<file path="src/rtl/mem_pkg.sv">
`default_nettype none

package mem_pkg;

  // RV64 only
  localparam int xlen = 64;

  typedef enum logic [3:0] {
    op_none = 4'd0,
    op_lb   = 4'd1,
    op_lh   = 4'd2,
    op_lw   = 4'd3,
    op_ld   = 4'd4,
    op_lbu  = 4'd5,
    op_lhu  = 4'd6,
    op_lwu  = 4'd7,
    op_sb   = 4'd8,
    op_sh   = 4'd9,
    op_sw   = 4'd10,
    op_sd   = 4'd11
  } mem_op_e;

  typedef enum logic [1:0] {
    size_b = 2'd0,
    size_h = 2'd1,
    size_w = 2'd2,
    size_d = 2'd3
  } mem_size_e;

  // wb_ex also carries the address field
  typedef enum logic [1:0] {
    wb_ex   = 2'd0,
    wb_load = 2'd1,
    wb_csr  = 2'd2
  } wb_sel_e;

  typedef enum logic [1:0] {
    st_idle = 2'd0,
    st_addr = 2'd1,
    st_retn = 2'd2
  } mem_state_e;

  // byte pattern of an access at offset zero
  function automatic logic [7:0] size_pattern(mem_size_e size);
    case (size)
      size_b:  return 8'b0000_0001;
      size_h:  return 8'b0000_0011;
      size_w:  return 8'b0000_1111;
      default: return 8'b1111_1111;
    endcase
  endfunction

endpackage

`default_nettype wire
</file>
<file path="src/rtl/wb_stage.sv">
`timescale 1ns/1ns
`default_nettype none

module wb_stage (
  input  logic                     clk,
  input  logic                     rst,
  input  logic                     wb_valid,
  input  logic [mem_pkg::xlen-1:0] wb_pc,
  input  logic [4:0]               wb_rd,
  input  logic                     wb_rd_wen,
  input  mem_pkg::wb_sel_e         wb_sel,
  input  logic [mem_pkg::xlen-1:0] wb_ex_data,
  input  logic [mem_pkg::xlen-1:0] wb_load_data,
  input  logic [mem_pkg::xlen-1:0] wb_csr_data,
  input  mem_pkg::mem_op_e         wb_op,
  input  logic [mem_pkg::xlen-1:0] wb_addr,
  input  logic [mem_pkg::xlen-1:0] st_lane_data,
  input  logic [7:0]               st_mask,
  output logic                     rf_wen,
  output logic [4:0]               rf_waddr,
  output logic [mem_pkg::xlen-1:0] rf_wdata,
  output logic                     commit_valid,
  output logic [mem_pkg::xlen-1:0] commit_pc,
  output logic                     commit_load,
  output logic                     commit_store,
  output logic [mem_pkg::xlen-1:0] commit_addr,
  output logic [mem_pkg::xlen-1:0] commit_data,
  output logic [7:0]               commit_mask
);

  logic             valid_q;
  logic             rd_wen_q;
  mem_pkg::mem_op_e op_q;

  always_ff @(posedge clk) begin
    if (rst) begin
      valid_q <= 1'b0;
    end else begin
      valid_q <= wb_valid;
    end
  end

  // result chosen on capture
  always_ff @(posedge clk) begin
    if (wb_valid) begin
      rd_wen_q    <= wb_rd_wen;
      rf_waddr    <= wb_rd;
      op_q        <= wb_op;
      commit_pc   <= wb_pc;
      commit_addr <= {wb_addr[mem_pkg::xlen-1:3], 3'b000};
      commit_data <= st_lane_data;
      commit_mask <= st_mask;
      case (wb_sel)
        mem_pkg::wb_load: rf_wdata <= wb_load_data;
        mem_pkg::wb_csr:  rf_wdata <= wb_csr_data;
        default:          rf_wdata <= wb_ex_data;
      endcase
    end
  end

  // x0 is never written
  assign rf_wen       = valid_q && rd_wen_q && rf_waddr != 5'd0;
  assign commit_valid = valid_q && op_q != mem_pkg::op_none;
  assign commit_store = commit_valid && op_q >= mem_pkg::op_sb;
  assign commit_load  = commit_valid && op_q < mem_pkg::op_sb;

endmodule

`default_nettype wire

</file>
<file path="config.mk">
export PLATFORM = sky130hd
export DESIGN_NAME = wb_stage
export DESIGN_NICKNAME = d
export VERILOG_FILES = /design/src/rtl/mem_pkg.sv /design/src/rtl/wb_stage.sv
export SDC_FILE = /design/constraint.sdc
export NUM_CORES = 1
export LEC_CHECK = 0
export ABC_AREA = 0
export BUFFER_PORTS_ARGS = -buffer_cell sky130_fd_sc_hd__buf_2
export CAP_MARGIN = 15
export CORE_AREA = 2 2 262 264
export DETAILED_ROUTE_END_ITERATION = 8
export DIE_AREA = 0 0 264 266
export PLACE_DENSITY_LB_ADDON = 0.1
export SYNTH_ARGS = -nofsm -noshare
export SYNTH_HDL_FRONTEND = slang
export SYNTH_SLANG_ARGS = --single-unit
</file>
<file path="constraint.sdc">
create_clock -name clk -period 1.51 [get_ports clk]
set_input_delay 0.151 -clock clk [delete_from_list [all_inputs] [get_ports clk]]
set_output_delay 0.151 -clock clk [all_outputs]
set_load 0.005 [all_outputs]
</file>
==> results of run 1 <==
==> state kept, by name (all words and copies together), names as in the netlist <==
name / count
rf_waddr: 5
valid_q: 1
rd_wen_q: 1
commit_pc: 64
op_q: 4
commit_data: 64
commit_mask: 8
rf_wdata: 64
commit_addr: 61
==> timing repair <==
item,4_1_cts,5_1_grt
hold buffers,315,0
buffers inserted,0,1
hold endpoints to repair,276,0
endpoints found under the setup margin,3,3
gates resized for setup,0,3
pin swaps,1,1
==> synthesized netlist by cell type (2+ instances only) <==
cell,number
sky130_fd_sc_hd__buf_2,10
sky130_fd_sc_hd__nand2_1,64
sky130_fd_sc_hd__o21ai_0,64
sky130_fd_sc_hd__edfxtp_1,271
sky130_fd_sc_hd__inv_1,2
sky130_fd_sc_hd__ha_1,2
sky130_fd_sc_hd__a22oi_1,64
sky130_fd_sc_hd__clkbuf_1,10
sky130_fd_sc_hd__nor2b_1,2
sky130_fd_sc_hd__buf_4,11
==> through the flow <==
stage	util, %	total power, mW	cell area, µm²	hold slack (ps)	setup TNS (ps)
detailed placement	20.84	11.50	14120	319.9	0
global placement	20.84	11.50	14120	315.7	0
CTS	26.99	20.18	18280	0.3096	-885.4
global route	27.03	20.70	18310	4.828	-1067
finish	27.04	19.69	18320	12.05	-784.8
floorplan	-	9.810	9459	222.6	0
==> path summary, 6_finish.rpt <==
check                           to  slack, ps  cells past startpoint
worst max-delay path        rf_wen       -330                      3
worst min-delay path  rf_wdata[11]         10                      3
==> cells by family (layout without fill, tap and decap cells) <==
kind of cell	after synthesis	count (layout)	synth area share, %
compound gates	130	130	8.697
simple gates	68	68	2.807
flops	272	272	86.31
buf+inv	33	1077	1.880
other cells	1	7	0.03968
fa+ha+maj	2	2	0.2647
==> cell type report <==
| cell class | instances | area (µm²) | share of cell area [%] |
|---|---|---|---|
| Multi-Input combinational cell | 203 | 1146 | 6.258 |
| Sequential cell | 272 | 8158 | 44.54 |
| Timing Repair Buffer | 1018 | 6875 | 37.54 |
| Tap cell | 882 | 1104 | 6.025 |
| Inverter | 2 | 7.507 | 0.04099 |
| Antenna cell | 4 | 10.01 | 0.05465 |
| Clock buffer | 45 | 955.9 | 5.219 |
| Clock inverter | 12 | 58.81 | 0.3211 |
==> power by group <==
part / total (mW) / internal, mW / switching (mW)
sequential: 9.22 / 9.06 / 0.158
clock: 7.66 / 4.43 / 3.23
combinational: 2.81 / 1.60 / 1.20
==> layer usage <==
layer	vias to the layer above	wire length (µm)	global-route usage, %
met5	-	0	0
met1	4043	14820	11.67
met2	327	22210	20.89
met4	0	942	3.824
met3	61	2610	2.884
li1	4044	-	-
==> critical path, stage by stage (launching register included) <==
cell and delay [ps]:
sky130_fd_sc_hd__edfxtp_1 370, sky130_fd_sc_hd__or3_1 380, sky130_fd_sc_hd__o311a_1 280, sky130_fd_sc_hd__buf_2 140
==> qor_table.md, run 1 <==
| Result | This run | Unit |
|:---|:---|:---|
| Result of the run | finished with violations | - |
| Violated checks | setup timing | - |
| Height of the die | 266 | µm |
| Portion of the post-synthesis area used by sequential elements | 86.31 | % |
| Unrepaired setup endpoints after global routing | true | - |
| Final number of max-transition violations | 0 | - |
| Average size of a mapped cell | 18.68 | µm² |
| Achievable Freq | 542.1 | MHz |
| Total routing resource utilization after global routing | 11.00 | % |
| Classification of the worst-slack hold path | in2reg | - |
| Most common cell after layout, fill and taps aside | sky130_fd_sc_hd__buf_2 | - |
| CTS buffer count | 36 | - |
| Share of final-layout standard cells stronger than drive strength 1 | 48.07 | % |
| Total iterations of the first detailed-routing run | 4 | - |
| Power density cells | 1075 | nW/µm² |
| Worst Min Path Start | wb_csr_data[11] | - |
| CTS tree | yes | - |
| Maximum ir drop on the vdd rail | 0.7285 | mV |
| Vias | 8475 | - |
| Initial antenna violation count | 6 | - |
| Detailed-route wire length | 40580 | µm |
| Leakage dissipation | 7.723 | nW |
| Total Die Area | 70220 | µm² |
| Worst setup EP type | output pin | - |
| Main area contributors after synthesis | sky130_fd_sc_hd__edfxtp_1 (86%), sky130_fd_sc_hd__a22oi_1 (5.1%), sky130_fd_sc_hd__o21ai_0 (3.4%) | - |
| Detail Route Antenna Nets | 0 | - |
| Min setup slack post-route | -334.6 | ps |
| Initial core utilization | 13.95 | % |
| Max-cap violations | 0 | - |
| Number of vias per cell | 3.476 | - |
| Number of clock sinks | 272 | - |
| Final period utilization | 122.2 | % |
| Start point of the critical path | rf_waddr[0] | - |
| Clock transition at the registers of the reported paths | 50 | ps |
| H-tree levels | 2 | - |
| Wire length of the first global-routing pass | 57470 | µm |
| Most used flip-flop cell after synthesis | sky130_fd_sc_hd__edfxtp_1 | - |
| Setup crit start kind | flop | - |
| Cell taking the most area after synthesis | sky130_fd_sc_hd__edfxtp_1 | - |
| Crit Path Category | reg2out | - |
| Worst slack at placement | 102.9 | ps |
| Number of failing setup endpoints in the final timing report | 3 | - |
| Ports placed on the boundary | 680 | - |
| Die X-Extent | 264 | µm |
| # port buffers | 673 | - |
| Count of standard-cell rows | 96 | - |
| Sum of overflow across all layers after global routing | 0 | - |
| Pin count of the biggest net entering global routing | 67 | - |
| CP arrival | 1690 | ps |
| Syn Std Cell Area | 9452 | µm² |
| Fraction of registers with async set or reset after synthesis | 0 | % |
| Yosys warns | 0 | - |
| Post-synthesis instance total | 506 | - |
| Final Critical Period | 1845 | ps |
| Area of the core | 67750 | µm² |
| Global placement routability congestion | 0.7619 | - |
| Number of non-filler instances in the completed layout | 2438 | - |
| Final hold viol count | 0 | - |
| Filler cells | 7245 | - |
| Vias in the first global route | 9014 | - |
| Buffer type at the clock tree root | sky130_fd_sc_hd__clkbuf_16 | - |
| Cell count after placement | 2061 | - |
| Final HPWL from detailed placement | 31420 | µm |
| 1st-iter DRT viols | 362 | - |
| Area share of the largest cell type after synthesis | 86.10 | % |
| Clock tree buffer depth | 3 | - |
| Wire length per cell after detailed routing | 16.64 | µm |
| Number of synthesized register bits | 272 | - |
| Required @ worst endpoint | 1360 | ps |
| DRC violation count after routing | 0 | - |
| Netlist cell types | 16 | - |
| Crit path max fanout | 2 | - |
| Synth-to-layout area growth | 93.78 | % |
| Nets | 1942 | - |
| Number of enable flip-flop cells after synthesis | 271 | - |
| Most used cells in the layout excluding fill and tap cells | sky130_fd_sc_hd__buf_2 (671), sky130_fd_sc_hd__dlygate4sd3_1 (315), sky130_fd_sc_hd__edfxtp_1 (271) | - |
(Power assumes the default switching activity.)
==> inputs of run 2 (changes only) <==
==> constraint.sdc (replaced) <==
create_clock -name clk -period 1.9 [get_ports clk]
set_input_delay 0.19 -clock clk [delete_from_list [all_inputs] [get_ports clk]]
set_output_delay 0.19 -clock clk [all_outputs]
set_load 0.005 [all_outputs]
==> run 2 against run 1 <==
The run now ends clean. Setup slack better by 360 ps. Worst hold slack better by 31 ps. Non-clock buffer count is 41 lower. Count of clock-buffer cells in the layout is 1 higher. First-iteration DRC count is 14% lower. Final area is 2.0% lower. Cell count is 1.6% lower. Sequential share of layout area is 0.90 points higher. Clock power is 18% lower. Via count is 1.5% lower. Highest routed layer is now met5. Die area stayed put.
==> qor_table.md, run 2 (synthesis gave the netlist of run 1 again) <==
| Result | This run | Unit |
|:---|:---|:---|
| CTS buffer count | 36 | - |
| Global placement routability congestion | 0.7409 | - |
| Count of standard-cell rows | 96 | - |
| Leakage dissipation | 7.538 | nW |
| Buffer type at the clock tree root | sky130_fd_sc_hd__clkbuf_16 | - |
| Result of the run | finished clean | - |
| Initial antenna violation count | 8 | - |
| Wire length per cell after detailed routing | 16.84 | µm |
| Final period utilization | 98.84 | % |
| # port buffers | 673 | - |
| Worst setup EP type | output pin | - |
| Buffer count from post-CTS setup fixing | 0 | - |
| Worst hold-check slack | 43.07 | ps |
| Critical path cell sequence | or3_1 > o311a_1 > buf_2 | - |
| Required @ worst endpoint | 1710 | ps |
| Achievable Freq | 532.5 | MHz |
| Regs by FF count | commit_data x64, commit_pc x64, rf_wdata x64 | - |
| Initial core utilization | 13.95 | % |
| Clock tree buffer depth | 3 | - |
| Total Die Area | 70220 | µm² |
| Unrepaired setup endpoints after global routing | true | - |
| Setup crit start kind | flop | - |
| Vias in the first global route | 9001 | - |
| Final Critical Period | 1878 | ps |
| Share of final-layout standard cells stronger than drive strength 1 | 48.84 | % |
| Total routing resource utilization after global routing | 10.94 | % |
| Area of the core | 67750 | µm² |
| 1st-iter DRT viols | 313 | - |
| Classification of the worst-slack hold path | in2reg | - |
| Most common cell after layout, fill and taps aside | sky130_fd_sc_hd__buf_2 | - |
| Wire length of the first global-routing pass | 57220 | µm |
| Detailed-route wire length | 40410 | µm |
| CP endpoint | rf_wen | - |
| Maximum ir drop on the vdd rail | 0.4603 | mV |
| Slowest cell delay on critical path | 370 | ps |
| Height of the die | 266 | µm |
| Vias | 8344 | - |
| Clock transition at the registers of the reported paths | 50 | ps |
| Final hold viol count | 0 | - |
| Ports placed on the boundary | 680 | - |
| CP arrival | 1690 | ps |
| Cells resized by post-CTS repair | 0 | - |
| Number of failing setup endpoints in the final timing report | 0 | - |
| Final number of max-transition violations | 0 | - |
| Number of clock sinks | 272 | - |
| Cell area after layout | 17950 | µm² |
| Crit path max fanout | 2 | - |
| DRC violation count after routing | 0 | - |
| Crit Path Category | reg2out | - |
| Power density cells | 876.1 | nW/µm² |
| H-tree levels | 2 | - |
| Most used cells in the layout excluding fill and tap cells | sky130_fd_sc_hd__buf_2 (672), sky130_fd_sc_hd__dlygate4sd3_1 (284), sky130_fd_sc_hd__edfxtp_1 (271) | - |
| Final HPWL from detailed placement | 31160 | µm |
| Die X-Extent | 264 | µm |
| Cell area after placement | 14040 | µm² |
| Start point of the critical path | rf_waddr[1] | - |
| Number of vias per cell | 3.477 | - |
| Synth-to-layout area growth | 89.93 | % |
| Sum of overflow across all layers after global routing | 0 | - |
| Total iterations of the first detailed-routing run | 4 | - |
| Library cell contributing the largest single delay on the critical path | sky130_fd_sc_hd__edfxtp_1 | - |
| CTS tree | yes | - |
| Nets | 1901 | - |
| Pin count of the biggest net entering global routing | 65 | - |
| Max-cap violations | 0 | - |
| Detail Route Antenna Nets | 0 | - |
run 2: cell count changes in the layout (fill, tap and decap cells not counted), moves of 2 or more:
cell and change:
sky130_fd_sc_hd__clkinv_2 +3, sky130_fd_sc_hd__clkinv_1 -2, sky130_fd_sc_hd__buf_4 -9, sky130_fd_sc_hd__dlygate4sd3_1 -31
run 2: worst min path at each step:
stage,cells after the start,startpoint,to
finish,3,wb_csr_data[27],rf_wdata[27]
global placement,2,rst,valid_q
global route,3,wb_csr_data[27],rf_wdata[27]
detailed placement,2,rst,valid_q
floorplan,1,rst,valid_q
CTS,3,wb_csr_data[0],rf_wdata[0]
run 2: stage by stage:
stage,TNS (ps),std cells,power [mW],utilization (%),setup slack (ps)
after global placement,0,2052,9.123,20.72,423.4
after CTS,-42.67,2397,16.14,26.49,-42.67
final,0,2400,15.73,26.50,22.10
after floorplan,0,508,7.796,-,665.9
after detailed placement,0,2052,9.119,20.72,380.6
after global routing,-78.57,2400,16.54,26.50,-68.36
run 2: area by class of cell:
cell class | instances | area [µm²]
flip-flops and latches | 272 | 8158
diodes | 3 | 7.507
repair buffers | 977 | 6471
clock buffers | 46 | 959.7
clock inverters | 15 | 105.1
inverters | 2 | 7.507
multi-input cells | 203 | 1139
well taps | 882 | 1104
fillers | 7296 | 49790
run 2: power by group:
group          internal (mW)  switching, mW
registers               7.20          0.127
logic                   1.16          0.942
clock network           3.69           2.60
total                   12.1           3.67
run 2: worst max-delay path, delay by kind of cell, from the launching register on:
kind            cells  cell delay [ps]
compound gates      1              280
buf+inv             1              140
flops               1              370
simple gates        1              370
run 2: routing by layer:
| metal | up-vias | part of all wire [%] | track usage (%) |
|---|---|---|---|
| met5 | - | 0.067 | 0 |
| met4 | 4 | 2.3 | 3.670 |
| met3 | 59 | 7.1 | 3.253 |
| met2 | 340 | 54 | 20.46 |
| met1 | 3976 | 36 | 11.68 |
| li1 | 3965 | - | - |
run 2: what timing repair did:
| item | 4_1_cts | 5_1_grt |
|---|---|---|
| setup endpoints to repair | 1 | 2 |
| gates cloned | 0 | 0 |
| pin swaps | 1 | 2 |
| hold buffers | 284 | 0 |
| hold endpoints to repair | 272 | 0 |
==> inputs of run 3 (changes only) <==
--- a/config.mk
+++ b/config.mk
@@ -8,10 +8,11 @@
 export ABC_AREA = 0
 export BUFFER_PORTS_ARGS = -buffer_cell sky130_fd_sc_hd__buf_2
 export CAP_MARGIN = 15
-export CORE_AREA = 2 2 262 264
+export CORE_AREA = 5 5 265 267
 export DETAILED_ROUTE_END_ITERATION = 8
-export DIE_AREA = 0 0 264 266
+export DIE_AREA = 0 0 270 272
 export PLACE_DENSITY_LB_ADDON = 0.1
+export SETUP_SLACK_MARGIN = 0.5
 export SYNTH_ARGS = -nofsm -noshare
 export SYNTH_HDL_FRONTEND = slang
 export SYNTH_SLANG_ARGS = --single-unit
==> run 3 against run 2 <==
The flow now finishes with violations (setup timing). Die area rose by 4.6%. First-iteration DRC count fell by 19%. Total power fell by 0.53%. Cell count barely moved. Worst hold slack got worse by 11 ps. Via count rose by 0.56%. Critical path depth did not move. Sequential share of layout area fell by 0.057 points. Clock power fell by 1%. Utilization barely moved. Critical endpoint unchanged. Largest power group unchanged.
==> qor_table.md, run 3 (synthesis gave the netlist of run 1 again) <==
| Result | This run | Unit |
|:---|:---|:---|
| Total iterations of the first detailed-routing run | 4 | - |
| Final hold viol count | 0 | - |
| Final Critical Period | 1902 | ps |
| Detail Route Antenna Nets | 0 | - |
| Crit Path Category | reg2out | - |
| Total Power | 15.64 | mW |
| Required @ worst endpoint | 1710 | ps |
| Combinational share of power | 13.5 | % |
| Leakage dissipation | 7.534 | nW |
| Buf+Inv Stages, Crit Path | 1 | - |
| Number of failing setup endpoints in the final timing report | 1 | - |
| Initial core utilization | 13.93 | % |
| CP arrival | 1710 | ps |
| Cells resized by post-CTS repair | 0 | - |
| Height of the die | 272 | µm |
| Clock tree buffer depth | 3 | - |
| Synth-to-layout area growth | 90.16 | % |
| Buffer type at the clock tree root | sky130_fd_sc_hd__clkbuf_16 | - |
| CTS tree | yes | - |
| Part of the total power dissipated in sequential elements | 46.8 | % |
| CTS buffer count | 35 | - |
| Nets | 1902 | - |
| Worst setup EP type | output pin | - |
| Pin count of the biggest net entering global routing | 59 | - |
| Classification of the worst-slack hold path | in2reg | - |
| Detailed-route wire length | 42730 | µm |
| Most used cells in the layout excluding fill and tap cells | sky130_fd_sc_hd__buf_2 (672), sky130_fd_sc_hd__dlygate4sd3_1 (291), sky130_fd_sc_hd__edfxtp_1 (271) | - |
| Initial antenna violation count | 2 | - |
| Count of standard-cell rows | 96 | - |
| Regs by FF count | commit_data x64, commit_pc x64, rf_wdata x64 | - |
| Final HPWL from detailed placement | 32880 | µm |
| Worst Min Path Start | wb_ex_data[24] | - |
| Critical path cell sequence | or3_1 > o311a_1 > buf_2 | - |
| Max-cap violations | 0 | - |
| Achievable Freq | 525.6 | MHz |
| Switching share of total power | 23.68 | % |
| Violated checks | setup timing | - |
| WP depth | 3 | - |
| Final period utilization | 100.1 | % |
| Ports placed on the boundary | 680 | - |
| Switching pwr | 3.705 | mW |
| Number of non-filler instances in the completed layout | 2402 | - |
| Final number of max-transition violations | 0 | - |
| Global placement routability congestion | 0.7332 | - |
| Number of vias per cell | 3.493 | - |
| Result of the run | finished with violations | - |
| Start point of the critical path | rf_waddr[1] | - |
| Clock transition at the registers of the reported paths | 60 | ps |
| 1st-iter DRT viols | 253 | - |
| Cell Int Power | 11.94 | mW |
| Slowest cell delay on critical path | 380 | ps |
| Sum of overflow across all layers after global routing | 0 | - |
| Setup crit start kind | flop | - |
| DRC violation count after routing | 0 | - |
| Wire length of the first global-routing pass | 61070 | µm |
| Power density cells | 870.4 | nW/µm² |
| Dominant delay contributor by cell family on the critical path | flip-flops | - |
| Final standard cell utilization of the core | 26.48 | % |
| Filler cells | 7197 | - |
| Total Die Area | 73440 | µm² |
| Library cell contributing the largest single delay on the critical path | sky130_fd_sc_hd__edfxtp_1 | - |
| Relative contribution of the clock network to total power | 39.6 | % |
| Die X-Extent | 270 | µm |
| Unrepaired setup endpoints after global routing | true | - |
| Total routing resource utilization after global routing | 11.04 | % |
| Maximum ir drop on the vdd rail | 0.4156 | mV |
| # port buffers | 673 | - |
| Crit path max fanout | 2 | - |
| Share of final-layout standard cells stronger than drive strength 1 | 48.48 | % |
| Most common cell after layout, fill and taps aside | sky130_fd_sc_hd__buf_2 | - |
| Wire length per cell after detailed routing | 17.79 | µm |
| Min setup slack post-route | -2.415 | ps |
| Vias | 8391 | - |
| Area of the core | 67870 | µm² |
| WHS Path Cells | 3 | - |
| H-tree levels | 2 | - |
| Number of clock sinks | 272 | - |
| Vias in the first global route | 9340 | - |
| Cell count after placement | 2047 | - |
-- run 3: cell count changes in the layout (fill, tap and decap cells not counted), sizes merged --
cell / change
buf: -5
clkbuf: -6
clkinv: +8
diode: -1
dlygate4sd3: +7
inv: -1
-- run 3: final timing paths --
path,end
setup / recovery,rf_wen
hold / removal,rf_wdata[24]
-- run 3: metrics by stage --
| stage | hold slack [ps] | setup TNS, ps | worst slack [ps] | cell area [µm²] |
|---|---|---|---|---|
| after floorplan | 261.6 | 0 | 665.9 | 9459 |
| after global placement | 352.4 | 0 | 367.8 | 14000 |
| after detailed placement | 350.4 | 0 | 357.1 | 14000 |
| after CTS | 2.021 | -52.09 | -52.09 | 17970 |
| after global routing | 15.96 | -113.7 | -113.7 | 17970 |
| final | 32.25 | -2.415 | -2.415 | 17970 |
-- run 3: final cells by class --
| cell class | instances | area (µm²) | share of cell area [%] |
|---|---|---|---|
| sequential | 272 | 8158 | 45.39 |
| clock buffer | 40 | 915.9 | 5.096 |
| multi-input combinational | 203 | 1139 | 6.335 |
| tap | 882 | 1104 | 6.140 |
| timing repair buffer | 979 | 6504 | 36.19 |
| inverter | 2 | 7.507 | 0.04177 |
| clock inverter | 22 | 141.4 | 0.7866 |
| antenna | 2 | 5.005 | 0.02785 |
-- run 3: what timing repair did --
action	in CTS	in global routing
hold buffers	291	0
endpoints found under the hold margin	271	0
gates cloned	0	0
buffers inserted	0	0
pin swaps	2	2
endpoints found under the setup margin	5	4
-- run 3: per-layer routing --
layer | GRT usage [%] | vias up | part of all wire (%)
met4 | 3.753 | 0 | 3.1
li1 | - | 3975 | -
met1 | 12.00 | 3977 | 37
met5 | 0 | - | 0
met3 | 3.832 | 61 | 7.9
met2 | 20.04 | 378 | 52
-- run 3: power by group through the flow --
stage	registers [mW]	logic, mW	clock network [mW]
2_1_floorplan	7.53	0.265	0
3_3_place_gp	7.46	1.69	0
3_5_place_dp	7.46	1.67	0
4_1_cts	7.34	2.19	6.54
5_1_grt	7.38	2.32	6.75
6_report	7.33	2.12	6.20
